### src/logic/prio_pkg.sv
////////////////////////////////////////////////////////////////////////////
// request selector shared constants
// request width, tree split, APB address map and register fields
////////////////////////////////////////////////////////////////////////////

`default_nettype none

package prio_pkg;

    // request side
    localparam int unsigned req_width = 12;
    // converter tree fan-in per level
    localparam int unsigned req_split = 2;

    // APB bus sizes
    localparam int unsigned apb_addr_width = 4;
    localparam int unsigned apb_data_width = 32;

    // register byte offsets
    localparam logic [apb_addr_width-1:0] addr_ctrl  = 4'h0;
    localparam logic [apb_addr_width-1:0] addr_mask  = 4'h4;
    localparam logic [apb_addr_width-1:0] addr_grant = 4'h8;
    localparam logic [apb_addr_width-1:0] addr_count = 4'hC;

    // CTRL fields
    localparam int unsigned ctrl_enable_bit = 0;

endpackage: prio_pkg

`default_nettype wire

### src/logic/sel_cfg_if.sv
////////////////////////////////////////////////////////////////////////////
// selector configuration and status link
// enable and mask go to the selector, grant status comes back
////////////////////////////////////////////////////////////////////////////

`timescale 1ns/1ps
`default_nettype none

interface sel_cfg_if;

    // control from the register block
    logic                           enable;
    logic [prio_pkg::req_width-1:0] mask;
    // registered grant from the selector
    logic [prio_pkg::req_width-1:0] grant;
    logic                           grant_vld;

    // register block side
    modport regs (output enable, output mask, input grant, input grant_vld);

    // selector side, mirror of regs
    modport sel (input enable, input mask, output grant, output grant_vld);

endinterface: sel_cfg_if

`default_nettype wire

### src/logic/pry2oht_tree.sv
////////////////////////////////////////////////////////////////////////////
// priority to one-hot tree
// WIDTH must be a power of SPLIT, each level splits into SPLIT groups
////////////////////////////////////////////////////////////////////////////

`timescale 1ns/1ps
`default_nettype none

module pry2oht_tree #(
    parameter int unsigned WIDTH     = 16,
    parameter int unsigned SPLIT     = 2,
    // "LSB" picks the rightmost bit, "MSB" the leftmost
    parameter string       DIRECTION = "LSB"
)(
    input  logic [WIDTH-1:0] pry,
    output logic [WIDTH-1:0] oht,
    output logic             vld
);

    // group width one level down
    localparam int unsigned SUB = WIDTH/SPLIT;

    // candidates at this level and the one-hot winner among them
    logic [SPLIT-1:0] sel_in;
    logic [SPLIT-1:0] sel;

    // shared pick over SPLIT candidates
    // scan towards the preferred end so the last hit wins
    always_comb begin: pick
        int unsigned k;
        sel = '0;
        for (int i = 0; i < SPLIT; i++) begin
            k = (DIRECTION == "LSB") ? SPLIT-1-i : i;
            if (sel_in[k]) begin
                sel    = '0;
                sel[k] = 1'b1;
            end
        end
    end

    // any candidate at all
    assign vld = |sel_in;

    generate
    if (WIDTH == SPLIT) begin: leaf
        // leaf level, the candidates are the request bits
        assign sel_in = pry;
        assign oht    = sel;
    end: leaf
    else begin: node
        logic [SPLIT-1:0][SUB-1:0] grp_oht;

        for (genvar g = 0; g < SPLIT; g++) begin: grp
            pry2oht_tree #(
                .WIDTH     (SUB),
                .SPLIT     (SPLIT),
                .DIRECTION (DIRECTION)
            ) sub0 (
                .pry (pry[g*SUB +: SUB]),
                .oht (grp_oht[g]),
                .vld (sel_in[g])
            );

            // only the winning group passes its one-hot
            assign oht[g*SUB +: SUB] = grp_oht[g] & {SUB{sel[g]}};
        end: grp
    end: node
    endgenerate

endmodule: pry2oht_tree

`default_nettype wire

### src/logic/pry2oht.sv
////////////////////////////////////////////////////////////////////////////
// priority to one-hot converter with zero padding
// pads to the next power of SPLIT, runs the tree, crops the result
////////////////////////////////////////////////////////////////////////////

`timescale 1ns/1ps
`default_nettype none

module pry2oht #(
    parameter int unsigned WIDTH     = 32,
    parameter int unsigned SPLIT     = 2,
    // "LSB" picks the rightmost bit, "MSB" the leftmost
    parameter string       DIRECTION = "LSB"
)(
    input  logic [WIDTH-1:0] pry,
    output logic [WIDTH-1:0] oht,
    output logic             vld
);

    localparam int unsigned WIDTH_LOG = $clog2(WIDTH);
    localparam int unsigned SPLIT_LOG = $clog2(SPLIT);
    // keeps the level count defined while SPLIT is being rejected
    localparam int unsigned STEP_LOG  = (SPLIT_LOG == 0) ? 1 : SPLIT_LOG;
    // levels rounded up so the padded width covers WIDTH
    localparam int unsigned POWER_LOG = (WIDTH_LOG + STEP_LOG - 1)/STEP_LOG;
    localparam int unsigned POWER     = SPLIT**POWER_LOG;

    generate
    if ((SPLIT < 2) || (SPLIT != (2**SPLIT_LOG))) begin: bad_split
        $error("SPLIT must be a power of two, at least 2");
    end: bad_split
    else if (WIDTH != POWER) begin: padded
        logic [POWER-1:0] pry_pad;
        logic [POWER-1:0] oht_pad;

        // upper lines tied low, they never win
        assign pry_pad = POWER'(pry);

        pry2oht_tree #(
            .WIDTH     (POWER),
            .SPLIT     (SPLIT),
            .DIRECTION (DIRECTION)
        ) tree0 (
            .pry (pry_pad),
            .oht (oht_pad),
            .vld (vld)
        );

        // drop the padding lines
        assign oht = WIDTH'(oht_pad);
    end: padded
    else begin: direct
        pry2oht_tree #(
            .WIDTH     (WIDTH),
            .SPLIT     (SPLIT),
            .DIRECTION (DIRECTION)
        ) tree0 (
            .pry (pry),
            .oht (oht),
            .vld (vld)
        );
    end: direct
    endgenerate

endmodule: pry2oht

`default_nettype wire

### src/logic/req_select.sv
////////////////////////////////////////////////////////////////////////////
// request selector
// masks and enables the requests, registers the rightmost as a grant
////////////////////////////////////////////////////////////////////////////

`timescale 1ns/1ps
`default_nettype none

module req_select (
    input  logic                           clk,
    input  logic                           rst_n,
    input  logic [prio_pkg::req_width-1:0] req,
    sel_cfg_if.sel                         cfg
);

    // masked and enabled requests, this cycle
    logic [prio_pkg::req_width-1:0] req_masked;
    // converter output
    logic [prio_pkg::req_width-1:0] oht;
    logic                           oht_vld;
    // grant stage
    logic [prio_pkg::req_width-1:0] grant_q;
    logic                           grant_vld_q;

    assign req_masked = req & cfg.mask & {prio_pkg::req_width{cfg.enable}};

    // rightmost active request
    pry2oht #(
        .WIDTH     (prio_pkg::req_width),
        .SPLIT     (prio_pkg::req_split),
        .DIRECTION ("LSB")
    ) conv0 (
        .pry (req_masked),
        .oht (oht),
        .vld (oht_vld)
    );

    // one cycle from sampled request to grant
    always_ff @(posedge clk or negedge rst_n) begin
        if (!rst_n) begin
            grant_q     <= '0;
            grant_vld_q <= 1'b0;
        end else begin
            // oht is already zero when nothing is active
            grant_q     <= oht;
            grant_vld_q <= oht_vld;
        end
    end

    assign cfg.grant     = grant_q;
    assign cfg.grant_vld = grant_vld_q;

endmodule: req_select

`default_nettype wire

### src/logic/sel_regs.sv
////////////////////////////////////////////////////////////////////////////
// selector register block, APB slave
// CTRL and MASK configure, GRANT and COUNT report granted cycles
////////////////////////////////////////////////////////////////////////////

`timescale 1ns/1ps
`default_nettype none

module sel_regs (
    input  logic                                clk,
    input  logic                                rst_n,
    // APB
    input  logic [prio_pkg::apb_addr_width-1:0] paddr,
    input  logic                                psel,
    input  logic                                penable,
    input  logic                                pwrite,
    input  logic [prio_pkg::apb_data_width-1:0] pwdata,
    output logic [prio_pkg::apb_data_width-1:0] prdata,
    output logic                                pready,
    output logic                                pslverr,
    // to the selector
    sel_cfg_if.regs                             cfg
);

    logic                                access;
    logic                                addr_ok;
    logic                                enable_q;
    logic [prio_pkg::req_width-1:0]      mask_q;
    logic [prio_pkg::req_width-1:0]      last_grant_q;
    logic [prio_pkg::apb_data_width-1:0] count_q;

    ////////////////////////////////////////////////////////////////////////////
    // access decode
    ////////////////////////////////////////////////////////////////////////////

    // access phase, never extended
    assign access = psel & penable;
    assign pready = 1'b1;

    assign addr_ok = (paddr == prio_pkg::addr_ctrl)  || (paddr == prio_pkg::addr_mask) ||
                     (paddr == prio_pkg::addr_grant) || (paddr == prio_pkg::addr_count);

    // error only on unmapped offsets, GRANT and COUNT writes are dropped quietly
    assign pslverr = access & ~addr_ok;

    ////////////////////////////////////////////////////////////////////////////
    // registers
    ////////////////////////////////////////////////////////////////////////////

    always_ff @(posedge clk or negedge rst_n) begin
        if (!rst_n) begin
            enable_q     <= 1'b0;
            mask_q       <= '1;
            last_grant_q <= '0;
            count_q      <= '0;
        end else begin
            // config writes land on the access edge
            if (access && pwrite && (paddr == prio_pkg::addr_ctrl)) begin
                enable_q <= pwdata[prio_pkg::ctrl_enable_bit];
            end
            if (access && pwrite && (paddr == prio_pkg::addr_mask)) begin
                mask_q <= pwdata[prio_pkg::req_width-1:0];
            end
            // status tracks every granted cycle, count wraps
            if (cfg.grant_vld) begin
                last_grant_q <= cfg.grant;
                count_q      <= count_q + 1'b1;
            end
        end
    end

    assign cfg.enable = enable_q;
    assign cfg.mask   = mask_q;

    // read mux, values held before the closing edge
    always_comb begin
        prdata = '0;
        case (paddr)
            prio_pkg::addr_ctrl:  prdata[prio_pkg::ctrl_enable_bit] = enable_q;
            prio_pkg::addr_mask:  prdata[prio_pkg::req_width-1:0]   = mask_q;
            prio_pkg::addr_grant: prdata[prio_pkg::req_width-1:0]   = last_grant_q;
            prio_pkg::addr_count: prdata                            = count_q;
            default:              prdata                            = '0;
        endcase
    end

endmodule: sel_regs

`default_nettype wire

### src/logic/prio_sel_top.sv
////////////////////////////////////////////////////////////////////////////
// priority request selector, top level
// APB register block feeding the request selector
////////////////////////////////////////////////////////////////////////////

`timescale 1ns/1ps
`default_nettype none

module prio_sel_top (
    input  logic                                clk,
    input  logic                                rst_n,
    // APB slave port
    input  logic [prio_pkg::apb_addr_width-1:0] paddr,
    input  logic                                psel,
    input  logic                                penable,
    input  logic                                pwrite,
    input  logic [prio_pkg::apb_data_width-1:0] pwdata,
    output logic [prio_pkg::apb_data_width-1:0] prdata,
    output logic                                pready,
    output logic                                pslverr,
    // requests and grant
    input  logic [prio_pkg::req_width-1:0]      req,
    output logic [prio_pkg::req_width-1:0]      gnt,
    output logic                                gnt_vld
);

    // config and status between registers and selector
    sel_cfg_if cfg_if ();

    sel_regs regs0 (
        .clk     (clk),
        .rst_n   (rst_n),
        .paddr   (paddr),
        .psel    (psel),
        .penable (penable),
        .pwrite  (pwrite),
        .pwdata  (pwdata),
        .prdata  (prdata),
        .pready  (pready),
        .pslverr (pslverr),
        .cfg     (cfg_if)
    );

    req_select sel0 (
        .clk   (clk),
        .rst_n (rst_n),
        .req   (req),
        .cfg   (cfg_if)
    );

    // grant seen by the outside is the same registered grant the status uses
    assign gnt     = cfg_if.grant;
    assign gnt_vld = cfg_if.grant_vld;

endmodule: prio_sel_top

`default_nettype wire

### config.mk
export PLATFORM = sky130hd
export DESIGN_NAME = prio_sel_top
export DESIGN_NICKNAME = d
export VERILOG_FILES = /design/src/logic/prio_pkg.sv /design/src/logic/sel_cfg_if.sv /design/src/logic/pry2oht_tree.sv /design/src/logic/pry2oht.sv /design/src/logic/req_select.sv /design/src/logic/sel_regs.sv /design/src/logic/prio_sel_top.sv
export SDC_FILE = /design/constraint.sdc
export NUM_CORES = 1
export LEC_CHECK = 0
export BUFFER_PORTS_ARGS = -buffer_cell sky130_fd_sc_hd__buf_2
export CORE_MARGIN = 4
export CORE_UTILIZATION = 45
export DETAILED_ROUTE_END_ITERATION = 16
export PLACE_DENSITY_LB_ADDON = 0.25
export SETUP_SLACK_MARGIN = 0.3
export SYNTH_ARGS = -nofsm -noshare
export SYNTH_HDL_FRONTEND = slang
export SYNTH_HIERARCHICAL = 1
export SYNTH_SLANG_ARGS = --single-unit
export TNS_END_PERCENT = 1
### constraint.sdc
create_clock -name clk -period 2.55 [get_ports clk]
set_input_delay 0.51 -clock clk [delete_from_list [all_inputs] [get_ports clk]]
set_output_delay 0.51 -clock clk [all_outputs]
set_load 0.005 [all_outputs]
==> results.sh <==
export IMPL_fp_row_count=33
export IMPL_design_power_total_mw=2.879
export IMPL_cts_post_setup_buffers_inserted=0
export IMPL_place_gp_congestion=0.8195
export IMPL_first_global_vias=2739
export IMPL_h_tree_depth=3
export IMPL_internal_power_mw=2.168
export IMPL_crit_reg2reg_launch="regs0/cfg.enable"
export IMPL_avgViaCountPerCell=5.044
export IMPL_global_route_overflow_total=0
export IMPL_fmax_mhz=471.6
export IMPL_timing_critical_path_to_type="primary output"
export IMPL_fin_hold_ws_ns=0.2260
export IMPL_nNetsFinal=489
export IMPL_timing_critical_path_buf_inv=1
export IMPL_crit_fanout=14
export IMPL_floorplan_initialDensity_pct=46.11
export IMPL_crit_arrival_ns=1.61
export IMPL_m1WireLength_um=3913
export IMPL_drtAntennaViolNets=0
export IMPL_met3_length_um=451
export IMPL_number_of_buffers_inserted_by_port_buffering=78
export IMPL_tns_ns=0
export IMPL_synthesis_yosys_warnings=6
export IMPL_cts_tree="yes"
export IMPL_total_inserted_antenna_cells=0
export IMPL_clk_transition_reported_paths_ns=0.08
export IMPL_cts_root_buf="clkbuf_8"
export IMPL_mappedNetlistArea_sq_um=3789
export IMPL_grt_usage_pct=17.13
export IMPL_critical_path_top_delay_family="flip-flops"
export IMPL_cpPeakStageDelay_ns=0.53
export IMPL_comb_power_share_pct=12.1
export IMPL_maxUsedRoutingLayer="met4"
export IMPL_clockBufferDepth=2
export IMPL_synth_cells=353
export IMPL_routed_via_count=2749
export IMPL_drt_wl_total_um=8063
export IMPL_drv_cap=0
export IMPL_vdd_ir_drop_max_uv=347.9
export IMPL_area_growth_pct=20.44
export IMPL_critical_path_reg2reg_endpoint="sel0/cfg.grant_vld"
export IMPL_finalMaxSlewViolations=0
export IMPL_final_core_utilization_pct=55.54
export IMPL_worstMarginPinSlew_ns=0.7360
export IMPL_drive_above_1_share_pct=40.00
export IMPL_power_per_cell_area_nw_per_um2=630.8
export IMPL_report_final_hold_viol_count=0
export IMPL_die_area_sq_um=9951
export IMPL_avgSynthCellArea_sq_um=10.73
export IMPL_fillerInstances=720
export IMPL_total_switching_power_mw=0.7111
export IMPL_clkSinkCount=70
export IMPL_postCtsHoldBufs=0
export IMPL_run_status="completed"
export IMPL_critical_path_startpoint_category="flip-flop"
export IMPL_r2r_worst_path_cells=5
export IMPL_die_width_um=99.76
export IMPL_cts_repair_resized=0
export IMPL_fin_crit_share_pct=83.16
export IMPL_timing_final_crit_period_ns=2.121
export IMPL_net_sw_share_pct=24.70
export IMPL_library_cell_contributing_the_largest_single_delay_on_the_critical_path="dfrtp_1"
export IMPL_cell_by_cell_listing_of_the_critical_path="mux4_2 -> nor2b_1 -> buf_2"
export IMPL_met2_length_um=3580
export IMPL_worst_setup_path_type="reg2out"
export IMPL_leakage_nw=2.387
export IMPL_detail_route_first_pass_iterations=4
export IMPL_grt_max_degree=33
export IMPL_io_pin_count=100
export IMPL_clkLatencyLatePin_ns=0.34
export IMPL_detailed_place_hpwl_um=6045
export IMPL_slew_headroom_pct=50.94
export IMPL_fin_worst_skew_ns=0.01555
export IMPL_detail_route_iter0_violations=104
export IMPL_min_delay_path_class="in2async"
export IMPL_antenna_found_initial=0
export IMPL_rsz_0062_raised_after_global_routing="no"
export IMPL_r2r_slack_ns=0.47
export IMPL_drt_wirelength_per_cell_um=14.79
export IMPL_die_height_um=99.76
export IMPL_total_cts_buffers=9
export IMPL_core_region_area_sq_um=8217
export IMPL_cp_required_ns=2.04
export IMPL_p_seq_share_pct=46.7
export IMPL_power_share_clock_pct=41.3
export IMPL_route_detailed_drc=0
export IMPL_setup_violations=0
export IMPL_global_route_wire_length_before_repair_um=13430
## cell type report
type	count	area [sq um]	area share, %
clock buffers	10	137.6	3.016
clock inverters	6	132.6	2.906
inverters	3	11.26	0.2468
multi-input cells	262	1898	41.60
flip-flops and latches	70	1767	38.72
well taps	105	131.4	2.879
repair buffers	89	485.5	10.64
## power by group through the flow
stage / Clock, mW / Sequential (mW) / Combinational (mW)
5_1_grt: 1.27 / 1.36 / 0.391
6_report: 1.19 / 1.34 / 0.347
3_5_place_dp: 0 / 1.37 / 0.347
3_3_place_gp: 0 / 1.36 / 0.337
4_1_cts: 1.21 / 1.34 / 0.352
2_1_floorplan: 0 / 1.33 / 0.251
## stage by stage
stage	setup slack, ns	cell area, sq um	cells
6_report	0.4295	4563	545
5_1_grt	0.3212	4563	545
4_1_cts	0.3897	4563	545
3_5_place_dp	0.4288	4293	529
3_3_place_gp	0.4400	4293	529
2_1_floorplan	0.5558	3800	356
## metal layers
metal,vias up,global-route usage (%)
met1,1314,23.81
met4,0,5.987
met3,9,3.647
li1,1357,-
met2,69,26.53
met5,-,0
## worst reg2reg max path, delay by kind of cell (launching register included)
kind          cells  cell delay (ns)
simple gates      5             1.44
flops             1             0.53
## state kept, by name (all words and copies together), names as in the netlist
name and flops:
regs0/count_q 32, sel0/cfg.grant_vld 1, regs0/cfg.enable 1, sel0/cfg.grant 12
regs0/last_grant_q 12, regs0/cfg.mask 12
## worst max path at each step
| stage | start | endpoint | slack (ns) | depth (start not counted) |
|---|---|---|---|---|
| floorplan | paddr[1] | prdata[12] | 0.56 | 5 |
| global placement | req[5] | sel0/cfg.grant_vld | 0.44 | 6 |
| detailed placement | req[4] | sel0/cfg.grant_vld | 0.43 | 6 |
| CTS | regs0/cfg.enable | prdata[0] | 0.39 | 3 |
| global route | regs0/count_q[0] | regs0/count_q[16] | 0.32 | 5 |
| finish | regs0/cfg.enable | prdata[0] | 0.43 | 3 |
## cell usage in the layout (no fill, tap or decap)
master and n:
nor2_1 27, nand3_1 11, and2_1 27, bufinv_16 4, clkinvlp_4 1, nor4_2 1
nor3_2 1, xnor2_1 26, dfstp_2 12, nor2b_1 7, or2_2 1, clkbuf_8 10
inv_1 3, and2_2 20, mux2_2 26, buf_2 78, mux2i_1 11, nor4_4 2
dfrtp_1 58, xor2_1 5, and4_1 1, nand2_1 11, conb_1 5, nand4_4 1
or2_1 15, nor3_1 4, a21oi_1 11, buf_12 1, and3b_2 4, buf_4 10
ha_1 1, nand4_1 15, nand4b_1 1, and3_1 15, mux4_2 1, and3_2 2
clkinv_2 1, and3b_1 10
(Power assumes the default switching activity.)
